### src/source/lc_defs.svh
// link-to-cache bridge widths, cache geometry and queue depth
`ifndef LC_DEFS_SVH
`define LC_DEFS_SVH

// link side
`define LC_ADDR_W 16
`define LC_DATA_W 32
`define LC_X_W 4
`define LC_Y_W 3
`define LC_REG_W 5

// cache geometry
`define LC_SETS 4
`define LC_WAYS 2
`define LC_BLOCK_WORDS 4

`define LC_FIFO_ELS 4

// link word address minus the tag-op bit, plus byte offset
`define LC_CACHE_ADDR_W (`LC_ADDR_W - 1 + 2)
`define LC_ID_W (`LC_X_W + `LC_Y_W + 2 + `LC_REG_W)

`endif

### src/source/lc_pkg.sv
// link-to-cache bridge types: link ops, cache opcodes, packets and request id
`default_nettype none

`include "lc_defs.svh"

package lc_pkg;

  typedef enum logic [1:0] {
    e_store    = 2'd0,
    e_load     = 2'd1,
    e_cache_op = 2'd2
  } req_op_e;

  // low bits of op_ex on a cache_op
  typedef enum logic [1:0] {
    e_afl    = 2'd0,
    e_aflinv = 2'd1,
    e_ainv   = 2'd2
  } cache_op_e;

  typedef enum logic [3:0] {
    LB     = 4'd0,
    LBU    = 4'd1,
    LH     = 4'd2,
    LHU    = 4'd3,
    LW     = 4'd4,
    SM     = 4'd5,
    TAGST  = 4'd6,
    TAGLA  = 4'd7,
    TAGFL  = 4'd8,
    AFL    = 4'd9,
    AFLINV = 4'd10,
    AINV   = 4'd11
  } cache_opcode_e;

  typedef enum logic [1:0] {
    e_ret_credit   = 2'd0,
    e_ret_int_wb   = 2'd1,
    e_ret_float_wb = 2'd2,
    e_ret_ifetch   = 2'd3
  } ret_type_e;

  // sits in the low bits of a load's data word
  typedef struct packed {
    logic       is_byte;
    logic       is_hex;
    logic       is_unsigned;
    logic       float_wb;
    logic       icache_fetch;
    logic [1:0] part_sel;
  } load_info_s;

  typedef struct packed {
    req_op_e               op;
    logic [3:0]            op_ex;
    logic [`LC_ADDR_W-1:0] addr;
    logic [`LC_DATA_W-1:0] data;
    logic [`LC_X_W-1:0]    src_x;
    logic [`LC_Y_W-1:0]    src_y;
    logic [`LC_REG_W-1:0]  reg_id;
  } link_req_s;

  typedef struct packed {
    ret_type_e             ret_type;
    logic [`LC_DATA_W-1:0] data;
    logic [`LC_REG_W-1:0]  reg_id;
    logic [`LC_X_W-1:0]    x;
    logic [`LC_Y_W-1:0]    y;
  } link_ret_s;

  typedef struct packed {
    logic [`LC_X_W-1:0]   src_x;
    logic [`LC_Y_W-1:0]   src_y;
    ret_type_e            ret_type;
    logic [`LC_REG_W-1:0] reg_id;
  } cache_id_s;

endpackage

`default_nettype wire

### src/source/lc_fifo.sv
// small synchronous circular-buffer queue with a typed payload
`timescale 1ns/1ps
`default_nettype none

module lc_fifo #(
  parameter int  els_p  = 4,
  parameter type elem_t = logic
) (
  input  logic  clk_i,
  input  logic  reset_i,

  input  logic  v_i,
  input  elem_t data_i,
  output logic  ready_o,

  output logic  v_o,
  output elem_t data_o,
  input  logic  yumi_i
);

  localparam int ptr_w = (els_p > 1) ? $clog2(els_p) : 1;
  localparam int cnt_w = $clog2(els_p + 1);
  localparam logic [ptr_w-1:0] last_ptr = ptr_w'(els_p - 1);
  localparam logic [cnt_w-1:0] full_cnt = cnt_w'(els_p);

  elem_t            mem_r [els_p];
  logic [ptr_w-1:0] rd_ptr_r;
  logic [ptr_w-1:0] wr_ptr_r;
  logic [cnt_w-1:0] count_r;
  logic             push;
  logic             pop;

  // full refuses writes, even with a pop in the same cycle
  assign ready_o = (count_r != full_cnt);
  assign v_o     = (count_r != '0);
  assign data_o  = mem_r[rd_ptr_r];
  assign push    = v_i & ready_o;
  assign pop     = yumi_i & v_o;

  always_ff @(posedge clk_i) begin
    if (reset_i) begin
      rd_ptr_r <= '0;
      wr_ptr_r <= '0;
      count_r  <= '0;
    end else begin
      if (push) begin
        wr_ptr_r <= (wr_ptr_r == last_ptr) ? '0 : wr_ptr_r + 1'b1;
      end
      if (pop) begin
        rd_ptr_r <= (rd_ptr_r == last_ptr) ? '0 : rd_ptr_r + 1'b1;
      end
      if (push & ~pop) begin
        count_r <= count_r + 1'b1;
      end else if (pop & ~push) begin
        count_r <= count_r - 1'b1;
      end
    end
  end

  always_ff @(posedge clk_i) begin
    if (push) begin
      mem_r[wr_ptr_r] <= data_i;
    end
  end

endmodule

`default_nettype wire

### src/source/lc_endpoint.sv
// link endpoint: queues incoming requests and drives queued returns onto the link
`timescale 1ns/1ps
`default_nettype none

`include "lc_defs.svh"

module lc_endpoint (
  input  logic                  clk_i,
  input  logic                  reset_i,

  input  logic                  req_v_i,
  input  lc_pkg::req_op_e       req_op_i,
  input  logic [3:0]            req_op_ex_i,
  input  logic [`LC_ADDR_W-1:0] req_addr_i,
  input  logic [`LC_DATA_W-1:0] req_data_i,
  input  logic [`LC_X_W-1:0]    req_src_x_i,
  input  logic [`LC_Y_W-1:0]    req_src_y_i,
  input  logic [`LC_REG_W-1:0]  req_reg_id_i,
  output logic                  req_ready_o,

  output logic                  ret_v_o,
  output lc_pkg::ret_type_e     ret_type_o,
  output logic [`LC_DATA_W-1:0] ret_data_o,
  output logic [`LC_REG_W-1:0]  ret_reg_id_o,
  output logic [`LC_X_W-1:0]    ret_x_o,
  output logic [`LC_Y_W-1:0]    ret_y_o,
  input  logic                  ret_ready_i,

  output lc_pkg::link_req_s     packet_o,
  output logic                  packet_v_o,
  input  logic                  packet_yumi_i,

  input  lc_pkg::link_ret_s     return_packet_i,
  input  logic                  return_packet_v_i,
  output logic                  return_packet_ready_o
);

  import lc_pkg::*;

  link_req_s req_in;
  link_ret_s ret_head;
  logic      ret_yumi;

  assign req_in.op     = req_op_i;
  assign req_in.op_ex  = req_op_ex_i;
  assign req_in.addr   = req_addr_i;
  assign req_in.data   = req_data_i;
  assign req_in.src_x  = req_src_x_i;
  assign req_in.src_y  = req_src_y_i;
  assign req_in.reg_id = req_reg_id_i;

  lc_fifo #(
    .els_p  (`LC_FIFO_ELS),
    .elem_t (link_req_s)
  ) req_fifo (
    .clk_i   (clk_i),
    .reset_i (reset_i),
    .v_i     (req_v_i),
    .data_i  (req_in),
    .ready_o (req_ready_o),
    .v_o     (packet_v_o),
    .data_o  (packet_o),
    .yumi_i  (packet_yumi_i)
  );

  // head is held on the link until the router takes it
  assign ret_yumi = ret_v_o & ret_ready_i;

  lc_fifo #(
    .els_p  (`LC_FIFO_ELS),
    .elem_t (link_ret_s)
  ) ret_fifo (
    .clk_i   (clk_i),
    .reset_i (reset_i),
    .v_i     (return_packet_v_i),
    .data_i  (return_packet_i),
    .ready_o (return_packet_ready_o),
    .v_o     (ret_v_o),
    .data_o  (ret_head),
    .yumi_i  (ret_yumi)
  );

  assign ret_type_o   = ret_head.ret_type;
  assign ret_data_o   = ret_head.data;
  assign ret_reg_id_o = ret_head.reg_id;
  assign ret_x_o      = ret_head.x;
  assign ret_y_o      = ret_head.y;

endmodule

`default_nettype wire

### src/source/lc_link_to_cache.sv
// tag-clear sequencer and link-request to cache-packet translator
`timescale 1ns/1ps
`default_nettype none

`include "lc_defs.svh"

module lc_link_to_cache (
  input  logic                        clk_i,
  input  logic                        reset_i,

  input  lc_pkg::link_req_s           packet_i,
  input  logic                        packet_v_i,
  output logic                        packet_yumi_o,

  output lc_pkg::link_ret_s           return_packet_o,
  output logic                        return_packet_v_o,
  input  logic                        return_packet_ready_i,

  output logic                        cache_v_o,
  output lc_pkg::cache_opcode_e       cache_opcode_o,
  output logic [`LC_CACHE_ADDR_W-1:0] cache_addr_o,
  output logic [`LC_DATA_W-1:0]       cache_data_o,
  output logic [3:0]                  cache_mask_o,
  output logic [`LC_ID_W-1:0]         cache_id_o,
  input  logic                        cache_ready_i,

  input  logic                        cache_resp_v_i,
  input  logic [`LC_DATA_W-1:0]       cache_resp_data_i,
  input  logic [`LC_ID_W-1:0]         cache_resp_id_i,
  output logic                        cache_resp_yumi_o
);

  import lc_pkg::*;

  localparam int lg_sets_w = $clog2(`LC_SETS);
  localparam int lg_ways_w = $clog2(`LC_WAYS);
  localparam int idx_w     = lg_sets_w + lg_ways_w;
  localparam int byte_off_w = $clog2(`LC_DATA_W / 8);
  localparam int blk_off_w = $clog2(`LC_BLOCK_WORDS) + byte_off_w;
  localparam int pad_w     = `LC_CACHE_ADDR_W - idx_w - blk_off_w;
  localparam int cnt_w     = idx_w + 1;
  localparam logic [cnt_w-1:0] tag_total = cnt_w'(`LC_SETS * `LC_WAYS);

  typedef enum logic [1:0] {
    s_reset,
    s_clear_tag,
    s_ready
  } state_e;

  state_e           state_r;
  state_e           state_n;
  logic [cnt_w-1:0] tagst_sent_r;
  logic [cnt_w-1:0] tagst_sent_n;
  logic [cnt_w-1:0] tagst_recv_r;
  logic [cnt_w-1:0] tagst_recv_n;

  load_info_s load_info;
  cache_id_s  req_id;
  cache_id_s  resp_id;
  logic       no_load;

  assign load_info = load_info_s'(packet_i.data[$bits(load_info_s)-1:0]);
  assign resp_id   = cache_id_s'(cache_resp_id_i);
  assign no_load   = (packet_i.op == e_store) | (packet_i.op == e_cache_op);

  // id carries everything needed to route the reply back
  always_comb begin
    req_id.src_x  = packet_i.src_x;
    req_id.src_y  = packet_i.src_y;
    req_id.reg_id = packet_i.reg_id;
    if (no_load) begin
      req_id.ret_type = e_ret_credit;
    end else if (load_info.icache_fetch) begin
      req_id.ret_type = e_ret_ifetch;
    end else if (load_info.float_wb) begin
      req_id.ret_type = e_ret_float_wb;
    end else begin
      req_id.ret_type = e_ret_int_wb;
    end
  end

  assign return_packet_o.ret_type = resp_id.ret_type;
  assign return_packet_o.data     = cache_resp_data_i;
  assign return_packet_o.reg_id   = resp_id.reg_id;
  assign return_packet_o.x        = resp_id.src_x;
  assign return_packet_o.y        = resp_id.src_y;

  always_comb begin
    state_n           = state_r;
    tagst_sent_n      = tagst_sent_r;
    tagst_recv_n      = tagst_recv_r;
    cache_v_o         = 1'b0;
    cache_opcode_o    = TAGST;
    cache_addr_o      = '0;
    cache_data_o      = '0;
    cache_mask_o      = '0;
    cache_id_o        = '0;
    cache_resp_yumi_o = 1'b0;
    packet_yumi_o     = 1'b0;
    return_packet_v_o = 1'b0;

    case (state_r)
      s_reset: begin
        state_n = s_clear_tag;
      end

      s_clear_tag: begin
        // one tag-store per set and way
        cache_v_o    = (tagst_sent_r != tag_total);
        cache_addr_o = {{pad_w{1'b0}}, tagst_sent_r[idx_w-1:0], {blk_off_w{1'b0}}};
        if (cache_v_o & cache_ready_i) begin
          tagst_sent_n = tagst_sent_r + 1'b1;
        end
        // acks are dropped, nothing goes back to the link
        cache_resp_yumi_o = cache_resp_v_i;
        if (cache_resp_v_i) begin
          tagst_recv_n = tagst_recv_r + 1'b1;
        end
        if ((tagst_sent_r == tag_total) && (tagst_recv_r == tag_total)) begin
          state_n = s_ready;
        end
      end

      s_ready: begin
        cache_v_o     = packet_v_i;
        packet_yumi_o = packet_v_i & cache_ready_i;

        if (packet_i.addr[`LC_ADDR_W-1]) begin
          case (packet_i.op)
            e_store:    cache_opcode_o = TAGST;
            e_load:     cache_opcode_o = TAGLA;
            e_cache_op: cache_opcode_o = TAGFL;
            default:    cache_opcode_o = TAGLA;
          endcase
        end else if (packet_i.op == e_store) begin
          cache_opcode_o = SM;
        end else if (packet_i.op == e_cache_op) begin
          case (cache_op_e'(packet_i.op_ex[1:0]))
            e_afl:    cache_opcode_o = AFL;
            e_aflinv: cache_opcode_o = AFLINV;
            default:  cache_opcode_o = AINV;
          endcase
        end else if (load_info.is_byte) begin
          cache_opcode_o = load_info.is_unsigned ? LBU : LB;
        end else if (load_info.is_hex) begin
          cache_opcode_o = load_info.is_unsigned ? LHU : LH;
        end else begin
          cache_opcode_o = LW;
        end

        // word address from the link, byte select from load info
        cache_addr_o = {packet_i.addr[`LC_ADDR_W-2:0],
                        no_load ? 2'b00 : load_info.part_sel};
        cache_data_o = packet_i.data;
        cache_mask_o = packet_i.op_ex;
        cache_id_o   = req_id;

        return_packet_v_o = cache_resp_v_i & return_packet_ready_i;
        cache_resp_yumi_o = cache_resp_v_i & return_packet_ready_i;
      end

      default: begin
        state_n = s_reset;
      end
    endcase
  end

  always_ff @(posedge clk_i) begin
    if (reset_i) begin
      state_r      <= s_reset;
      tagst_sent_r <= '0;
      tagst_recv_r <= '0;
    end else begin
      state_r      <= state_n;
      tagst_sent_r <= tagst_sent_n;
      tagst_recv_r <= tagst_recv_n;
    end
  end

endmodule

`default_nettype wire

### src/source/lc_top.sv
// bridge top: link endpoint feeding the cache translator
`timescale 1ns/1ps
`default_nettype none

`include "lc_defs.svh"

module lc_top (
  input  logic                        clk_i,
  input  logic                        reset_i,

  input  logic                        req_v_i,
  input  lc_pkg::req_op_e             req_op_i,
  input  logic [3:0]                  req_op_ex_i,
  input  logic [`LC_ADDR_W-1:0]       req_addr_i,
  input  logic [`LC_DATA_W-1:0]       req_data_i,
  input  logic [`LC_X_W-1:0]          req_src_x_i,
  input  logic [`LC_Y_W-1:0]          req_src_y_i,
  input  logic [`LC_REG_W-1:0]        req_reg_id_i,
  output logic                        req_ready_o,

  output logic                        ret_v_o,
  output lc_pkg::ret_type_e           ret_type_o,
  output logic [`LC_DATA_W-1:0]       ret_data_o,
  output logic [`LC_REG_W-1:0]        ret_reg_id_o,
  output logic [`LC_X_W-1:0]          ret_x_o,
  output logic [`LC_Y_W-1:0]          ret_y_o,
  input  logic                        ret_ready_i,

  output logic                        cache_v_o,
  output lc_pkg::cache_opcode_e       cache_opcode_o,
  output logic [`LC_CACHE_ADDR_W-1:0] cache_addr_o,
  output logic [`LC_DATA_W-1:0]       cache_data_o,
  output logic [3:0]                  cache_mask_o,
  output logic [`LC_ID_W-1:0]         cache_id_o,
  input  logic                        cache_ready_i,

  input  logic                        cache_resp_v_i,
  input  logic [`LC_DATA_W-1:0]       cache_resp_data_i,
  input  logic [`LC_ID_W-1:0]         cache_resp_id_i,
  output logic                        cache_resp_yumi_o
);

  import lc_pkg::*;

  link_req_s packet;
  logic      packet_v;
  logic      packet_yumi;
  link_ret_s return_packet;
  logic      return_packet_v;
  logic      return_packet_ready;

  lc_endpoint ep (
    .clk_i                 (clk_i),
    .reset_i               (reset_i),
    .req_v_i               (req_v_i),
    .req_op_i              (req_op_i),
    .req_op_ex_i           (req_op_ex_i),
    .req_addr_i            (req_addr_i),
    .req_data_i            (req_data_i),
    .req_src_x_i           (req_src_x_i),
    .req_src_y_i           (req_src_y_i),
    .req_reg_id_i          (req_reg_id_i),
    .req_ready_o           (req_ready_o),
    .ret_v_o               (ret_v_o),
    .ret_type_o            (ret_type_o),
    .ret_data_o            (ret_data_o),
    .ret_reg_id_o          (ret_reg_id_o),
    .ret_x_o               (ret_x_o),
    .ret_y_o               (ret_y_o),
    .ret_ready_i           (ret_ready_i),
    .packet_o              (packet),
    .packet_v_o            (packet_v),
    .packet_yumi_i         (packet_yumi),
    .return_packet_i       (return_packet),
    .return_packet_v_i     (return_packet_v),
    .return_packet_ready_o (return_packet_ready)
  );

  lc_link_to_cache l2c (
    .clk_i                 (clk_i),
    .reset_i               (reset_i),
    .packet_i              (packet),
    .packet_v_i            (packet_v),
    .packet_yumi_o         (packet_yumi),
    .return_packet_o       (return_packet),
    .return_packet_v_o     (return_packet_v),
    .return_packet_ready_i (return_packet_ready),
    .cache_v_o             (cache_v_o),
    .cache_opcode_o        (cache_opcode_o),
    .cache_addr_o          (cache_addr_o),
    .cache_data_o          (cache_data_o),
    .cache_mask_o          (cache_mask_o),
    .cache_id_o            (cache_id_o),
    .cache_ready_i         (cache_ready_i),
    .cache_resp_v_i        (cache_resp_v_i),
    .cache_resp_data_i     (cache_resp_data_i),
    .cache_resp_id_i       (cache_resp_id_i),
    .cache_resp_yumi_o     (cache_resp_yumi_o)
  );

endmodule

`default_nettype wire

### config.mk
export PLATFORM = sky130hd
export DESIGN_NAME = lc_top
export DESIGN_NICKNAME = d
export VERILOG_FILES = /design/src/source/lc_pkg.sv /design/src/source/lc_fifo.sv /design/src/source/lc_endpoint.sv /design/src/source/lc_link_to_cache.sv /design/src/source/lc_top.sv
export VERILOG_INCLUDE_DIRS = /design/src /design/src/source
export SDC_FILE = /design/constraint.sdc
export NUM_CORES = 1
export LEC_CHECK = 0
export ABC_AREA = 1
export BUFFER_PORTS_ARGS = -buffer_cell sky130_fd_sc_hd__buf_2
export CAP_MARGIN = 20
export CORE_MARGIN = 1
export CORE_UTILIZATION = 43
export CTS_CLUSTER_SIZE = 16
export DETAILED_ROUTE_END_ITERATION = 10
export PLACE_DENSITY = 0.62
export SYNTH_ARGS = -nofsm -noshare
export SYNTH_HDL_FRONTEND = slang
export SYNTH_SLANG_ARGS = --single-unit
### constraint.sdc
create_clock -name clk_i -period 5.2 [get_ports clk_i]
set_input_delay 0.52 -clock clk_i [delete_from_list [all_inputs] [get_ports clk_i]]
set_output_delay 0.52 -clock clk_i [all_outputs]
set_load 0.01 [all_outputs]
Word level (Yosys, flattened, before mapping) --
Memory sizes are Yosys's and may differ from the RTL's. A register that Yosys moved wholly into a read port is not among the register bits. Cells that the tools add are included.
Word-level totals: input port bits 118, RAM bits 448, memories kept 2, ROM bits 0, bits in registers 24, latch bits 0
Operators by class: reduce and logical (&&, ||, !) cells 11, bitwise logic cells 18, divide/modulo/power cells 0, add/sub/neg operators 10, equality and inequality tests 14, shifts and indexed selects 0, muxes and demuxes 40, $mul 0, order comparisons 0
Memories:
- ep.req_fifo.mem_r | words 4, bits a word 66, read ports 1, clocked after memory_dff 1, write ports 1, line lc_fifo.sv:26 | elem_t mem_r [els_p];
- ep.ret_fifo.mem_r | words 4, bits a word 46, read ports 1, clocked after memory_dff 1, write ports 1, line lc_fifo.sv:26
Operators with widths (number):
- one-hot mux 17 bit (2 select lines) | 1
- two-way mux 32 bit | 1
- two-way mux 4 bit | 7
- two-way mux 2 bit | 13
- two-way mux 14 bit | 1
- AND 1 bit | 12
- == test 2 bit (second input constant) | 6
- two-way mux 3 bit | 4
- adder 2 x 1 -> 2 bit (second input constant) | 4
- adder 4 x 1 -> 4 bit (second input constant) | 2
- == test 4 bit (second input constant) | 2
- two-way mux 1 bit | 8
- one-hot mux 4 bit (2 select lines) | 1
- adder 3 x 1 -> 3 bit (second input constant) | 2
- logical NOT 2 bit | 3
- != test 3 bit (second input constant) | 2
- one-hot mux 2 bit (3 select lines) | 1
- AND reduction 2 bit | 3
- nonzero test 3 bit | 2
- subtractor 3 x 1 -> 3 bit (second input constant) | 2
- inverter 1 bit | 5
- == test 2 x 1 -> 1 bit (second input constant) | 2
- != test 4 bit (second input constant) | 1
- one-hot mux 1 bit (2 select lines) | 2
- other kinds (5) | 6

Depth between registers and ports, before layout --
depth in word-level cells 8, mapped depth 13, mapped depth without buffers 12

Hierarchy --
A second synthesis with hierarchy kept.
Second synthesis, totals: cells, all modules 1518, area total of the unflattened synthesis 19810.2 µm²
Modules (own cells, without submodules):
- lc_fifo (ep.req_fifo) | times used 1, sequential area each 8107.8 µm², area an instance 10874.2 µm², cells an instance 707
- lc_fifo (ep.ret_fifo) | times used 1, sequential area each 5705.5 µm², area an instance 7319.5 µm², cells an instance 514
- lc_link_to_cache | times used 1, sequential area each 200.2 µm², area an instance 1609.0 µm², cells an instance 295
- lc_endpoint | times used 1, sequential area each 0.0 µm², area an instance 7.5 µm², cells an instance 2

Worst setup path after synthesis --
OpenSTA, ideal clock, no wires.
kind reg2reg, start reg ep.req_fifo.count_r[0], end mem ep.req_fifo.mem_r[0][0] (netlist name), enable pin, path buffers 0, arrival time 3.521 ns, stages on the path, launching flop included 5, path slack 1.188 ns, cell sequence dfxtp_1 inv_1 nand3_1 nand2_1 nor2_1
Between the ends: cells in the longest elaborated chain, start to end 4
RTL lines:
- start: declaration | line lc_fifo.sv:29 | logic [cnt_w-1:0] count_r;
- start signal: assignment | line lc_fifo.sv:53 | count_r <= count_r + 1'b1;
- start signal: assignment | line lc_fifo.sv:55 | count_r <= count_r - 1'b1;
- != test 3 bit | line lc_fifo.sv:34 | assign ready_o = (count_r != full_cnt);
- net req_ready_o | line lc_top.sv:19 | output logic req_ready_o,
- AND 1 bit | line lc_fifo.sv:37 | assign push = v_i & ready_o;
- two-way mux 1 bit | line lc_fifo.sv:61 | if (push) begin
- two-way mux 1 bit (not written as such) | line lc_fifo.sv:62 | mem_r[wr_ptr_r] <= data_i;
- end: declaration | line lc_fifo.sv:26
The timed path passes the listed nets, and every way through them passes these cells.

==> impl_metrics.tcl <==
set metrics [dict create \
    outcome "finished clean" \
    total_power_mw 10.0 \
    die_area_mm2 0.0441 \
    overflow 0 \
    die_w_um 210 \
    drv_slew 0 \
    slew_headroom 0.310 \
    synthArstFlopShare 0 \
    clockBufferDepth 3 \
    irDropWorstVdd_uv 312 \
    io_pins 239 \
    hpwl_um 24100 \
    clock_sinks 476 \
    detail_route.wl_per_cell_um 18.1 \
    htree_levels 2 \
    nets 1821 \
    cts_made_buffers 49 \
    synth_flop_cell "edfxtp_1" \
    power_leakage_nw 7.96 \
    wl_um 41600 \
    die_h_um 210 \
    rsz0062_at_grt "false" \
    grt_pass1_wl_um 63700 \
    num_vias 11700 \
    yosysWarningCount 0 \
    fin_skew_ns 0.0172 \
    synth_cells 1457 \
    vias_per_cell 5.07 \
    drtAntennaViolNets 0 \
    netlist_area_mm2 0.0186 \
    start_util 0.439 \
    grt.total_usage 0.188 \
    path_clk_slew_ns 0.06 \
    worstMarginPinSlew_ns 1.03 \
    cts-root-buf "clkbuf_16" \
    antenna_found_initial 10 \
    layout-drive-gt1-share 0.200 \
    clock_latency_ns 0.57 \
    period_needed_ns 3.68 \
    path_max_fanout 88 \
    cp-end-kind "primary output" \
    cts_resized 0 \
    final.setup.worst_slack_ns 1.52 \
    cp_data_required_time_ns 4.68 \
    preCtsSetupSlack_ns 2.08 \
    fp.coreArea_mm2 0.0423 \
    rows 75 \
    yosysSeqAreaShare 0.754 \
    ys_types 30 \
    drtPass1Iterations 5 \
    gp_congestion 0.738 \
    postCtsHoldBufs 0 \
    ys_ff_latch 476 \
    nFillCells 3623 \
    crit_path_start_kind "flip-flop" \
    critPathKind "flip-flop to primary output" \
    grt_max_degree 134 \
    hold_viol_final 0 \
    crit_arrival_ns 3.16 \
    area_growth_syn_to_layout_pct 17.8 \
    drc 0 \
    fmax_mhz 272 \
    tritoncts "built" \
    hold_class "input pin to flip-flop" \
    pwr_density_cell_mw_per_mm2 458 \
    tns_ns 0 \
    synth_area_per_cell_um2 12.8 \
    synth_edf_count 448 \
    drt-initial-drc-count 829 \
    grt_pass1_vias 11300 \
    syn-num-nets 1596 \
    setup_viol 0 \
    finalCritPeriodShare 0.707 \
    numPortBuffers 238 \
    maxCapViolCount 0 \
    post-cts-setup-buffers 0 \
]
-- flip-flops by register name (all words and copies together), names as in the netlist, named ones only --
name and flops:
ep.req_fifo.wr_ptr_r 2, l2c.tagst_recv_r 4, ep.ret_fifo.rd_ptr_r 2, ep.ret_fifo.count_r 3, l2c.tagst_sent_r 4, ep.req_fifo.rd_ptr_r 2
l2c.state_r 2, ep.ret_fifo.mem_r 184, ep.ret_fifo.wr_ptr_r 2, ep.req_fifo.count_r 3, ep.req_fifo.mem_r 264
-- power breakdown --
part / switching, mW / leakage, nW / total (mW) / internal [mW]
combinational: 1.41 / 2.89 / 2.05 / 0.643
sequential: 0.0803 / 4.30 / 4.54 / 4.46
clock: 1.42 / 0.763 / 3.44 / 2.02
-- critical path, stage by stage, from the launching register on --
cell	delay, ns
dfxtp_4	0.69
buf_4	0.82
nor2_1	0.11
nor2_1	0.11
o21ai_0	0.09
nand2_1	0.11
inv_1	0.07
nor4_1	0.30
buf_2	0.21
-- worst paths after layout --
path                                           from                        to  slack (ns)  cells after the start
worst max register to register       l2c.state_r[0]  ep.ret_fifo.mem_r[3][15]        2.28                      7
worst min register to register  l2c.tagst_recv_r[3]       l2c.tagst_recv_r[3]        0.46                      1
worst max-delay path                      flip-flop           cache_addr_o[0]        1.52                      8
worst min-delay path                        reset_i       l2c.tagst_sent_r[3]        0.15                      2
-- logic make-up (layout without fill, tap and decap cells) --
kind of cell / Yosys count / after routing / synth area share
compound gates: 367 / 367 / 0.103
xor+xnor: 1 / 1 / 0.000471
fa+ha+maj: 21 / 21 / 0.0149
buf+inv: 138 / 403 / 0.0328
flops: 476 / 476 / 0.754
other cells: 0 / 6 / 0
simple gates: 454 / 454 / 0.0947
-- per-layer routing --
layer / part of all wire / global-route usage
met1: 0.42 / 0.242
met2: 0.48 / 0.305
met3: 0.072 / 0.0504
met4: 0.027 / 0.0695
met5: 0.0013 / 0
-- synthesized netlist by cell type (all sizes together) (19+ instances only) --
cell,instances,share of area
nand3,30,0.0081
a21oi,81,0.022
buf,41,0.013
nand2,76,0.016
nor2,343,0.069
clkbuf,40,0.0081
dfxtp,28,0.030
o21ai,232,0.062
inv,57,0.012
o22ai,49,0.016
edfxtp,448,0.72
ha,19,0.013
-- per-stage QoR --
stage | hold slack, ns | instances | utilization | instance area (µm²)
floorplan | 0.422 | 1457 | - | 18600
global placement | 0.449 | 2208 | 0.480 | 20300
detailed placement | 0.448 | 2208 | 0.480 | 20300
CTS | 0.120 | 2299 | 0.517 | 21900
global route | 0.136 | 2300 | 0.517 | 21900
finish | 0.155 | 2305 | 0.517 | 21900
-- layout by cell type, fill, tap and decap left out, types with 3 or more instances in the layout --
master / count
nor2_1: 335
edfxtp_1: 448
clkinv_1: 7
nor2_4: 8
o21ai_0: 228
o21ai_1: 4
dfxtp_1: 25
buf_2: 238
ha_1: 19
nand2_2: 3
clkbuf_1: 15
bufinv_16: 5
inv_2: 5
clkbuf_16: 50
o22ai_1: 49
inv_6: 3
nand3_1: 30
clkinvlp_4: 3
a21oi_1: 81
inv_1: 51
diode_2: 6
buf_4: 17
nand2_1: 73
clkinv_2: 8
-- final cells by class --
class | count | area, µm² | share of cell area
antenna | 6 | 15.0 | 0.000686
clock buffer | 65 | 1310 | 0.0597
clock inverter | 26 | 273 | 0.0125
inverter | 57 | 219 | 0.0100
multi-input combinational | 843 | 4020 | 0.184
sequential | 476 | 14000 | 0.640
tap | 577 | 722 | 0.0330
timing repair buffer | 255 | 1320 | 0.0602
(Power assumes the default switching activity.)
